===== config.mk =====
export PLATFORM = sky130hd
export DESIGN_NAME = fillEngine
export DESIGN_NICKNAME = d
export VERILOG_FILES = /design/src/memPkg.sv /design/src/fillEngine.sv
export SDC_FILE = /design/constraint.sdc
export NUM_CORES = 1
export LEC_CHECK = 0
export ABC_AREA = 1
export BUFFER_PORTS_ARGS = -buffer_cell sky130_fd_sc_hd__buf_4
export CAP_MARGIN = 20
export CORE_MARGIN = 5
export CORE_UTILIZATION = 53
export CTS_BUF_LIST = sky130_fd_sc_hd__clkbuf_8
export DETAILED_ROUTE_END_ITERATION = 16
export GPL_TIMING_DRIVEN = 0
export MAX_ROUTING_LAYER = met4
export PLACE_DENSITY = 0.86
export SLEW_MARGIN = 20
export SYNTH_ARGS = -nofsm -noshare
export SYNTH_HDL_FRONTEND = slang
export SYNTH_SLANG_ARGS = --single-unit

===== constraint.sdc =====
create_clock -name pixelClk -period 1.65 [get_ports pixelClk]
set_input_delay 0.0825 -clock pixelClk [delete_from_list [all_inputs] [get_ports pixelClk]]
set_output_delay 0.0825 -clock pixelClk [all_outputs]
set_load 0.01 [all_outputs]

===== src/memPkg.sv =====
// Frame memory definitions
// Request bundle seen by the arbiter and the RAM, plus the host fill command
package memPkg;

    // 12 bits covers a 64 x 64 block frame
    localparam int memAddrWidth = 12;

    typedef logic [3:0] idxT;           // Palette index

    //------------------------------------------------------------------
    // One memory access, read or write
    //------------------------------------------------------------------
    typedef struct packed {
        logic                    req;
        logic                    we;    // 1 write, 0 read
        logic [memAddrWidth-1:0] addr;
        idxT                     wdata;
    } memReqT;

    // Host command, fills count words from startAddr with one index
    typedef struct packed {
        logic [memAddrWidth-1:0] startAddr;
        logic [memAddrWidth-1:0] count;
        idxT                     index;
    } fillCmdT;

endpackage


===== src/fillEngine.sv =====
// Fill engine, writes a run of one palette index into the frame memory
// Host pulses cmdValid with cmd, busy holds until the last word lands.
// Commands seen while busy are dropped
`timescale 1ns/1ps

module fillEngine (
    input  logic            pixelClk,
    input  logic            rstN,
    input  logic            cmdValid,
    input  memPkg::fillCmdT cmd,
    input  logic            fillGrant,
    output memPkg::memReqT  fillReq,
    output logic            busy
);

    logic [memPkg::memAddrWidth-1:0] addr;
    logic [memPkg::memAddrWidth-1:0] remaining;    // Words still to write
    memPkg::idxT                     index;

    //------------------------------------------------------------------
    // Write request, held until granted
    //------------------------------------------------------------------
    always_comb
    begin
        fillReq.req   = busy && (remaining != '0);
        fillReq.we    = 1'b1;                       // Write only
        fillReq.addr  = addr;
        fillReq.wdata = index;
    end

    // Busy flag
    always_ff @(posedge pixelClk or negedge rstN)
    begin
        if (!rstN)
            busy <= 1'b0;
        else if (!busy)
            busy <= cmdValid;                       // Accept on strobe
        else if (remaining == '0)
            busy <= 1'b0;                           // Zero count command
        else if (fillGrant && (remaining == 1))
            busy <= 1'b0;                           // Last word written
    end

    // Address and count, stall while the display owns the memory
    always_ff @(posedge pixelClk)
    begin
        if (!busy && cmdValid)
        begin
            addr      <= cmd.startAddr;
            remaining <= cmd.count;
            index     <= cmd.index;
        end
        else if (fillGrant)
        begin
            addr      <= addr + 1'b1;               // Wraps at the address top
            remaining <= remaining - 1'b1;
        end
    end

endmodule


### Word-level counts from Yosys, hierarchy flattened

Index checks and enable logic that the tools add are counted.

| cells by class | value |
|---|---|
| add/subtract/negate cells | 2 |
| multipliers | 0 |
| divide/modulo/power cells | 0 |
| order comparisons | 0 |
| equality and inequality tests | 1 |
| shifts and indexed selects | 0 |
| multiplexer cells | 7 |
| bitwise logic cells | 0 |
| reduce and logical (&&, ||, !) cells | 7 |

Operators by type and width:

| kind | count |
|---|---|
| two-way mux 12 bit | 4 |
| adder 12 x 1 -> 12 bit, second input constant | 1 |
| == test 12 x 1 -> 1 bit, second input constant | 1 |
| logical NOT 12 bit | 1 |
| nonzero test 12 bit | 1 |
| subtractor 12 x 1 -> 12 bit, second input constant | 1 |
| logical AND 1 bit | 3 |
| two-way mux 1 bit | 3 |
| nonzero test 2 bit | 1 |
| logical NOT 1 bit | 1 |

| storage, ports and cells | value |
|---|---|
| register bits after elaboration | 29 |
| latch bits | 0 |
| bits in writable memories | 0 |
| bits in read-only memories | 0 |
| input port bits | 32 |
| output and inout bits | 19 |
| memories | 0 |

### Depth between registers and ports, before layout

Gate-level depths: netlist of run 1.

| logic depth | value |
|---|---|
| depth after elaboration | 5 |
| depth in mapped cells | 7 |
| gate-level depth less buffers | 7 |

### Worst setup path before layout of run 1

Ideal clock, no wire load.

| path | value |
|---|---|
| path type | register to register |
| start | reg addr[1] (netlist bit) |
| end | reg addr[6] (netlist bit) (data pin) |
| setup time | 0.259 ns |
| arrival | 1.099 ns |
| setup slack | 0.292 ns |
| stages on the path, launching flop included | 6 |
| path buffers | 0 |
| cells stage by stage | edfxtp_1 > ha_1 > nand3_2 > nor2_4 > xor2_1 > o21ai_1 |

| on the way | value |
|---|---|
| word-level cells in the longest chain between the ends | 3 |

RTL lines:

| element | RTL line | text |
|---|---|---|
| start, declared | fillEngine.sv:16 | `logic [memPkg::memAddrWidth-1:0] addr;` |
| start signal, assigned | fillEngine.sv:49 | `addr <= cmd.startAddr;` |
| start signal, assigned | fillEngine.sv:55 | `addr <= addr + 1'b1;` |
| adder 12 x 1 -> 12 bit | fillEngine.sv:55 |  |
| two-way mux 12 bit | fillEngine.sv:53 | `else if (fillGrant)` |
| two-way mux 12 bit | fillEngine.sv:47 | `if (!busy && cmdValid)` |

Every way passes these cells. The select of a mux whose other input is x is not followed.
A chain may end at the register's enable or synchronous reset.

### Final worst setup path of run 1

| path | value |
|---|---|
| start | reg remaining[0] (netlist bit) |
| end | reg remaining[6] (netlist bit) (data pin) |

| on the way | value |
|---|---|
| word-level cells in the longest chain between the ends | 3 |

RTL lines:

| element | RTL line | text |
|---|---|---|
| start, declared | fillEngine.sv:17 | `logic [memPkg::memAddrWidth-1:0] remaining;` |
| start signal, assigned | fillEngine.sv:50 | `remaining <= cmd.count;` |
| start signal, assigned | fillEngine.sv:56 | `remaining <= remaining - 1'b1;` |
| subtractor 12 x 1 -> 12 bit | fillEngine.sv:56 |  |
| two-way mux 12 bit | fillEngine.sv:53 |  |
| two-way mux 12 bit | fillEngine.sv:47 |  |

Every way passes these cells. The select of a mux whose other input is x is not followed.

==> impl_metrics.csv, run 1 <==
group,metric,value,unit
layout,fin_nets,304,
power,power.density,956,nW/um2
power,total_power,0.00221,W
detailed_routing,drt_iter0_markers,134,
sta,period_share,0.921,
logic_synthesis,synth-simple-area-share,0.319,
clock_network,clk_path_buf_depth,2,
logic_synthesis,netlist_instances,207,
power,ir_worst_vdd,0.000597,V
layout,stdcell_area,2310,um2
layout,nFillCells,249,
sta,min_period,1.52,ns
detailed_routing,vias,1573,
layout,syn2layout_area_growth,31.8,%
place,place.gp.congestion,0.785,
sta,fin_worst_skew,0.00619,ns
sta,fin_setup_tns,0,ns
logic_synthesis,synth.avg_cell_area,8.47,um2
floorplan,die_area,4560,um2
setup_path,r2r_slack,0.13,ns
floorplan,start_util,0.565,
sta,tightest_slew,0.586,ns
global_route,grt_max_degree,25,
setup_path,arrival,1.56,ns
logic_synthesis,synth_top_family_by_area,"simple AND/OR/NAND/NOR gates",
detailed_routing,vias_per_cell,5.03,
clock_network,htreeDepth,2,
setup_path,worstSetupPathType,"register to register",
floorplan,io_pins,51,
place,dp_cells,300,
global_route,grt_first_pass_wirelength,6430,um
floorplan,die_w,67.5,um
setup_path,path_max_fanout,4,
logic_synthesis,synth_seq_cells,29,
layout,seq_area,866,um2
setup_path,crit_required,1.69,ns
clock_network,cts_tree,"done",
logic_synthesis,synthMuxAreaShare,0,
global_route,antenna_found_initial,0,
layout,final_layout_size_suffix_gt1_frac,0.312,
detailed_routing,wl,3980,um
clock_network,clkLatencyLatePin,0.28,ns
logic_synthesis,syn_area,1750,um2
logic_synthesis,synth_nets,243,
min_path,hold_path_class,"input port to register",
floorplan,rows,20,
setup_path,crit_path_start_kind,"register",
sta,drv_slew,0,
sta,relSlewSlack,0.609,
place,placed_cell_area,2180,um2
layout,final_util,0.745,
clock_network,clock_sinks,29,
floorplan,chipHeight,67.5,um
place,numPortBuffers,49,
clock_network,cts-root-buf,"clkbuf_8",
sta,hold_viol,0,
logic_synthesis,synth_compound_area_frac,0.0706,
clock_network,cts_buffers,5,
outcome,outcome,"completed",
detailed_routing,antenna_left,0,
setup_path,critPathCapture,"remaining[6]$_DFFE_PP_",
run,cap_violations,0,
layout,antenna_cells,0,
layout,finalNonFillerCells,313,
power,leakage,1.03,nW
floorplan,core,3100,um2
global_route,gr-usage-all-layers,0.197,
setup_path,r2r-end,"remaining[6]$_DFFE_PP_",
detailed_routing,dr.pass1.iters,4,
logic_synthesis,synth_cell_types,29,
setup_path,r2r_start,"remaining[0]$_DFFE_PP_",
global_route,grt_pass1_vias,1489,
logic_synthesis,synth-adder-area-share,0.0285,
logic_synthesis,synth_warnings,0,
global_route,grt.overflow.total,0,
logic_synthesis,seq_area_frac_synth,0.494,
detailed_routing,drc,0,
logic_synthesis,synth_xor_area_frac,0.0200,
setup_path,cp-startpoint,"remaining[0]$_DFFE_PP_",
setup_path,cp-end-kind,"register",
clock_network,path_clk_slew,0.06,ns
detailed_routing,wl_per_cell,12.7,um
sta,setup_viol,0,
setup_path,reg2regPathDepth,7,
clock_network,post_cts_buffers,0,
place,dp_hpwl,2900,um
sta,max_freq,0.658,GHz
layout,multi_input_area,777,um2
sta,rsz0062_at_grt,"false",
-- critical path, stage by stage, from the launching register on --
cell	delay (ns)
edfxtp_1	0.43
inv_2	0.11
ha_1	0.21
nand2_1	0.10
nor2_1	0.17
nand3_1	0.09
nand3_1	0.11
nand2_1	0.06
-- timing repair --
| item | CTS | global route |
|---|---|---|
| setup endpoints to repair | 0 | 1 |
| endpoints found under the hold margin | 5 | 0 |
| resized for setup | 0 | 1 |
| hold buffers | 5 | 0 |
-- state kept, by name (all words and copies together), names as in the netlist --
signal / count
addr: 12
remaining: 12
index: 4
busy: 1
-- placed cells by master, fill, tap and decap left out --
master,count
nand2_1,60
buf_4,52
edfxtp_1,28
inv_1,19
nor2_1,19
nand3_1,19
a21oi_1,6
inv_2,5
o21ai_1,5
o21ai_0,5
clkbuf_8,5
dlygate4sd3_1,5
nor2_4,4
nand2_2,4
ha_1,4
buf_2,3
nor2_2,3
nand3_2,3
a31oi_1,3
xor2_1,3
or2_2,2
nand4_1,2
o21bai_1,1
a31o_2,1
or2_0,1
nor3_1,1
nand3b_1,1
xnor2_1,1
o21ai_2,1
nor3_2,1
conb_1,1
dfrtp_1,1
-- final cells by class --
cell class / count / share of cell area
multi-input combinational: 151 / 0.336
timing repair buffer: 54 / 0.181
tap: 44 / 0.0238
inverter: 21 / 0.0341
sequential: 29 / 0.374
buffer: 6 / 0.0162
clock inverter: 3 / 0.00487
clock buffer: 5 / 0.0298
-- cells in the mapped netlist --
| library cell | instances | area, um2 |
|---|---|---|
| xor2_1 | 3 | 26.3 |
| nand2_1 | 60 | 225 |
| a31o_2 | 1 | 8.76 |
| nor2_2 | 3 | 18.8 |
| edfxtp_1 | 28 | 841 |
| nand3_2 | 3 | 30.0 |
| dfrtp_1 | 1 | 25.0 |
| inv_2 | 5 | 18.8 |
| xnor2_1 | 1 | 8.76 |
| o21ai_2 | 1 | 8.76 |
| a31oi_1 | 3 | 18.8 |
| nand3_1 | 19 | 95.1 |
| nand4_1 | 2 | 12.5 |
| inv_1 | 16 | 60.1 |
| o21ai_1 | 5 | 25.0 |
| nor2_1 | 19 | 71.3 |
| buf_4 | 3 | 22.5 |
| nand3b_1 | 1 | 7.51 |
| buf_2 | 3 | 15.0 |
| or2_0 | 1 | 6.26 |
| nor2_4 | 4 | 45.0 |
| conb_1 | 1 | 3.75 |
| nand2_2 | 4 | 25.0 |
| a21oi_1 | 6 | 30.0 |
| o21bai_1 | 1 | 7.51 |
| nor3_1 | 2 | 10.0 |
| o21ai_0 | 5 | 25.0 |
| ha_1 | 4 | 50.1 |
| or2_2 | 2 | 12.5 |
-- through the flow --
| stage | hold slack [ns] | setup WS, ns |
|---|---|---|
| 6_report | 0.0666 | 0.131 |
| 5_1_grt | 0.0710 | 0.0169 |
| 4_1_cts | 0.0638 | 0.0976 |
| 3_5_place_dp | -0.141 | 0.166 |
| 3_3_place_gp | -0.141 | 0.181 |
| 2_1_floorplan | -0.213 | 0.292 |
-- cell families (layout without fill, tap and decap cells) --
logic type,Yosys count,after routing
other,1,1
buffers and inverters,27,89
flip-flops,29,29
AND/OR/NAND/NOR,120,120
XOR/XNOR,4,4
AO/OA/AOI/OAI,22,22
adder cells (fa/ha/maj),4,4
-- worst min-delay path by stage --
stage            start                endpoint  slack [ns]  cells past startpoint
4_1_cts        cmd[11]  remaining[7]$_DFFE_PP_        0.06                      3
3_5_place_dp      rstN          busy$_DFF_PN0_       -0.14                      1
3_3_place_gp      rstN          busy$_DFF_PN0_       -0.14                      1
5_1_grt        cmd[26]      addr[10]$_DFFE_PP_        0.07                      3
6_report       cmd[11]  remaining[7]$_DFFE_PP_        0.07                      3
2_1_floorplan     rstN          busy$_DFF_PN0_       -0.21                      0
-- where the power goes --
part	switching [W]	total [W]	internal, W	leakage [nW]
sequential	0.000114	0.00107	0.000960	0.283
combinational	0.000323	0.000595	0.000272	0.699
clock	0.000262	0.000542	0.000280	0.0519
total	0.000699	0.00221	0.00151	1.03
-- routing by layer --
| layer | wire (um) | GRT usage |
|---|---|---|
| met5 | 0 | - |
| met4 | 34 | 0.0582 |
| met3 | 267 | 0.0616 |
| met2 | 1920 | 0.310 |
| met1 | 1760 | 0.244 |
Power figures use the tool's default switching activity.
==> run 2: changes to the inputs <==
CAP_MARGIN = 0   (was 20)
CELL_PAD_IN_SITES_DETAIL_PLACEMENT = 1   (was not set)
CELL_PAD_IN_SITES_GLOBAL_PLACEMENT = 1   (was not set)
CORE_UTILIZATION = 39   (was 53)
PLACE_DENSITY = 0.87   (was 0.86)
==> impl_metrics.csv, run 2 (synthesis gave the netlist of run 1 again) <==
group,metric,value,unit
outcome,outcome,"completed",
setup_path,crit_required,1.57,ns
sta,rsz0062_at_grt,"false",
detailed_routing,vias_per_cell,5.04,
sta,fin_worst_skew,0.00496,ns
sta,max_freq,0.629,GHz
power,leakage,1.02,nW
clock_network,clk_path_buf_depth,2,
detailed_routing,antenna_left,0,
layout,final_cell_mix,"nand2_1 (60), buf_4 (52), edfxtp_1 (28)",
layout,final_layout_size_suffix_gt1_frac,0.310,
detailed_routing,wl_per_cell,14.9,um
sta,drv_slew,0,
run,cap_violations,0,
detailed_routing,vias,1614,
floorplan,die_area,5940,um2
sta,hold_viol,0,
clock_network,clock_sinks,29,
setup_path,arrival,1.51,ns
detailed_routing,drc,0,
clock_network,htreeDepth,2,
sta,setup_viol,0,
layout,syn2layout_area_growth,32.0,%
sta,hold_ws,0.0820,ns
layout,stdcell_area,2320,um2
floorplan,rows,24,
sta,fin_setup_tns,0,ns
power,power.density,960,nW/um2
place,numPortBuffers,49,
place,dp_hpwl,3700,um
layout,antenna_cells,0,
place,post-place-ws,0.0617,ns
floorplan,io_pins,51,
floorplan,chipHeight,77.1,um
place,placed_cell_area,2190,um2
sta,min_period,1.59,ns
sta,period_share,0.964,
detailed_routing,dr.pass1.iters,4,
layout,mostFrequentLayoutCell,"nand2_1",
global_route,grt_max_degree,25,
global_route,grt.overflow.total,0,
layout,fin_nets,304,
clock_network,path_clk_slew,0.06,ns
global_route,grt_pass1_vias,1706,
global_route,grt_first_pass_wirelength,8080,um
detailed_routing,drt_iter0_markers,44,
global_route,gr-usage-all-layers,0.174,
place,place.gp.congestion,0.800,
global_route,antenna_found_initial,0,
layout,reg_top3,"addr (12), remaining (12), index (4)",
setup_path,cp-end-kind,"output port",
clock_network,clkLatencyLatePin,0.28,ns
clock_network,cts_buffers,5,
floorplan,start_util,0.403,
power,ir_worst_vdd,0.000431,V
detailed_routing,wl,4780,um
power,total_power,0.00222,W
setup_path,crit_path_start_kind,"register",
clock_network,cts-root-buf,"clkbuf_8",
setup_path,path_max_fanout,4,
setup_path,worstSetupPathType,"register to output port",
floorplan,die_w,77.1,um
sta,worst_slack,0.0602,ns
clock_network,cts_tree,"done",
floorplan,core,4350,um2
min_path,hold_path_class,"input port to register",
run 2: cell count changes in the layout (fill, tap and decap cells not counted):
cell,change
clkinv_1,+1
inv_1,-2
nor3_1,+1
nor3_2,-1
or2_2,-1
or2_4,+1
run 2: final timing paths:
kind	start	end	slack, ns	cells past startpoint
min reg2reg	busy$_DFF_PN0_	busy$_DFF_PN0_	0.62	2
max reg2reg	addr[0]$_DFFE_PP_	addr[8]$_DFFE_PP_	0.13	6
min	cmd[9]	remaining[5]$_DFFE_PP_	0.08	3
min in group asynchronous	rstN	busy$_DFF_PN0_	0.11	2
max	remaining[8]$_DFFE_PP_	fillReq[17]	0.06	5
max in group asynchronous	rstN	busy$_DFF_PN0_	1.46	2
run 2: power breakdown:
group	total, W	internal, W	switching, W
Clock	0.000534	0.000277	0.000257
Combinational	0.000610	0.000274	0.000336
Sequential	0.00108	0.000960	0.000119
Total	0.00222	0.00151	0.000712
run 2: repair_timing:
item | in CTS | in global routing
resized for setup | 0 | 1
hold buffers | 5 | 0
endpoints found under the setup margin | 0 | 24
buffers inserted | 0 | 0
endpoints found under the hold margin | 5 | 0
run 2: layout make-up:
| type | instances | area (um2) |
|---|---|---|
| fillers | 537 | 2040 |
| clock buffers | 5 | 68.8 |
| well taps | 52 | 65.1 |
| clock inverters | 2 | 7.51 |
| flip-flops and latches | 29 | 866 |
| plain buffers | 6 | 37.5 |
| repair buffers | 54 | 418 |
| multi-input cells | 151 | 774 |
| inverters | 21 | 78.8 |
run 2: metal layers:
metal	vias up	wire, um	track usage
met1	760	1960	0.196
met3	6	252	0.0410
met5	-	0	-
met4	0	61	0.0447
li1	807	-	-
met2	41	2510	0.308
run 2: per-stage QoR:
stage,util,cells
after floorplan,-,207
after global placement,0.502,308
after detailed placement,0.502,308
after CTS,0.531,320
after global routing,0.532,320
final,0.532,320
run 2: critical path, stage by stage (launching register included):
cell	delay, ns
edfxtp_1	0.45
inv_2	0.09
nand2_1	0.06
nor3_1	0.29
a31oi_1	0.18
buf_4	0.18
==> run 3: changes to the inputs <==
--- a/config.mk
+++ b/config.mk
@@ -18,5 +18,4 @@
 export MAX_ROUTING_LAYER = met4
 export PLACE_DENSITY = 0.87
-export SLEW_MARGIN = 20
 export SYNTH_ARGS = -nofsm -noshare
 export SYNTH_HDL_FRONTEND = slang
==> constraint.sdc (replaced) <==
create_clock -name pixelClk -period 1.65 [get_ports pixelClk]
set_input_delay 0.0825 -clock pixelClk [delete_from_list [all_inputs] [get_ports pixelClk]]
set_output_delay 0.0825 -clock pixelClk [all_outputs]
set_load 0.05 [all_outputs]
==> impl_metrics.csv, run 3 (synthesis gave the netlist of run 1 again) <==
group,metric,value,unit
floorplan,start_util,0.403,
place,place.gp.congestion,0.762,
sta,fin_setup_tns,0,ns
detailed_routing,wl_per_cell,14.7,um
power,switching_share,0.377,
run,cap_violations,0,
layout,fin_nets,305,
clock_network,path_clk_slew,0.07,ns
setup_path,reg2regPathDepth,4,
place,dp_cells,308,
layout,multi_input_area,786,um2
detailed_routing,vias_per_cell,5.09,
global_route,grt.overflow.total,0,
place,numPortBuffers,49,
layout,syn2layout_area_growth,33.6,%
setup_path,crit_required,1.57,ns
clock_network,htreeDepth,2,
setup_path,path_cells,"inv_2 -> ha_1 -> inv_1 -> nor2_2 -> a31oi_2 -> buf_6",
layout,seq_area,866,um2
clock_network,cts_tree,"done",
layout,final_cell_mix,"nand2_1 (60), buf_4 (52), edfxtp_1 (28)",
clock_network,clkLatencyLatePin,0.28,ns
clock_network,clk_path_buf_depth,2,
detailed_routing,drt_iter0_markers,55,
min_path,hold_path_class,"input port to register",
sta,tightest_slew,0.615,ns
sta,min_period,1.58,ns
layout,mostFrequentLayoutCell,"nand2_1",
sta,period_share,0.956,
floorplan,die_area,5940,um2
setup_path,cp_num_buf_inv,3,
power,intPower,0.00153,W
min_path,min_from,"cmd[26]",
detailed_routing,drc,0,
sta,setup_viol,0,
setup_path,cp-end-kind,"output port",
setup_path,crit_path_start_kind,"register",
power,p_switching,0.000924,W
global_route,grt_max_degree,25,
power,power.density,1050,nW/um2
detailed_routing,wl,4750,um
layout,nFillCells,537,
power,sequentialPowerShare,0.440,
clock_network,clock_sinks,29,
global_route,antenna_found_initial,0,
setup_path,r2r-end,"remaining[9]$_DFFE_PP_",
layout,stdcell_area,2340,um2
setup_path,max_stage_delay,0.39,ns
sta,drv_slew,0,
sta,worst_slack,0.0721,ns
layout,reg_top3,"addr (12), remaining (12), index (4)",
place,post-place-ws,0.113,ns
layout,final_layout_size_suffix_gt1_frac,0.330,
min_path,worstHoldEndpoint,"addr[10]$_DFFE_PP_",
detailed_routing,dr.pass1.iters,4,
floorplan,io_pins,51,
setup_path,crit_family,"flip-flops",
min_path,holdPathStages,3,
floorplan,rows,24,
setup_path,worstSetupPathType,"register to output port",
power,p_comb_frac,0.329,
setup_path,cp_slowest_cell,"edfxtp_1",
floorplan,core,4350,um2
floorplan,die_w,77.1,um
layout,antenna_cells,0,
sta,hold_viol,0,
layout,finalNonFillerCells,322,
outcome,outcome,"completed",
floorplan,chipHeight,77.1,um
detailed_routing,vias,1640,
sta,max_freq,0.634,GHz
detailed_routing,antenna_left,0,
setup_path,arrival,1.50,ns
place,placed_cell_area,2190,um2
setup_path,r2r_slack,0.10,ns
setup_path,path_max_fanout,3,
power,ir_worst_vdd,0.000396,V
setup_path,r2r_start,"busy$_DFF_PN0_",
clock_network,cts_buffers,5,
sta,relSlewSlack,0.590,
place,dp_hpwl,3670,um
global_route,grt_first_pass_wirelength,7780,um
power,p_clk_frac,0.231,
power,leakage,1.03,nW
sta,fin_worst_skew,0.00715,ns
global_route,gr-usage-all-layers,0.168,
clock_network,cts-root-buf,"clkbuf_8",
global_route,grt_pass1_vias,1695,
==> run 3: cell count changes in the layout (fill, tap and decap cells not counted), sizes merged <==
cell	delta
inv	-1
clkinv	+2
buf	+1
==> run 3: per-stage QoR <==
stage / util / hold slack (ns) / power [W]
CTS: 0.532 / 0.0614 / 0.00247
floorplan: - / -0.213 / 0.00161
global placement: 0.502 / -0.140 / 0.00184
finish: 0.538 / 0.0686 / 0.00245
detailed placement: 0.502 / -0.139 / 0.00188
global route: 0.538 / 0.0666 / 0.00260
==> run 3: power by group through the flow <==
stage               registers (W)  logic, W  clock network (W)
detailed placement        0.00109  0.000792                  0
global placement          0.00108  0.000758                  0
finish                    0.00108  0.000807           0.000566
global route              0.00109  0.000879           0.000624
CTS                       0.00108  0.000805           0.000587
floorplan                 0.00126  0.000356                  0
==> run 3: layer usage <==
| metal | track usage | vias to the layer above | part of all wire |
|---|---|---|---|
| met4 | 0.0395 | 0 | 0.0086 |
| met5 | - | - | 0 |
| li1 | - | 804 | - |
| met1 | 0.182 | 795 | 0.40 |
| met2 | 0.301 | 34 | 0.53 |
| met3 | 0.0492 | 7 | 0.057 |
==> run 3: worst max path at each step <==
stage	depth (start not counted)	start	to
final	6	remaining[0]$_DFFE_PP_	fillReq[17]
after global routing	7	remaining[0]$_DFFE_PP_	remaining[10]$_DFFE_PP_
after CTS	6	remaining[0]$_DFFE_PP_	fillReq[17]
after detailed placement	4	busy$_DFF_PN0_	addr[10]$_DFFE_PP_
after global placement	4	busy$_DFF_PN0_	addr[10]$_DFFE_PP_
after floorplan	6	addr[1]$_DFFE_PP_	addr[8]$_DFFE_PP_
==> run 3: area by class of cell <==
cell class / instances / share of cell area
tap: 52 / 0.0278
buffer: 6 / 0.0160
inverter: 21 / 0.0336
multi-input combinational: 151 / 0.335
clock inverter: 3 / 0.00534
timing repair buffer: 55 / 0.183
clock buffer: 5 / 0.0294
sequential: 29 / 0.369
==> run 3: what timing repair did <==
action	4_1_cts	5_1_grt
endpoints found under the hold margin	5	0
setup buffers	0	1
gates resized for setup	0	5
hold buffers	5	0
endpoints found under the setup margin	0	4
==> run 3: worst register-to-register path: stages (launching register included) <==
cell and delay (ns):
dfrtp_1 0.41, inv_1 0.10, nand2_1 0.08, inv_2 0.08
or2_2 0.51
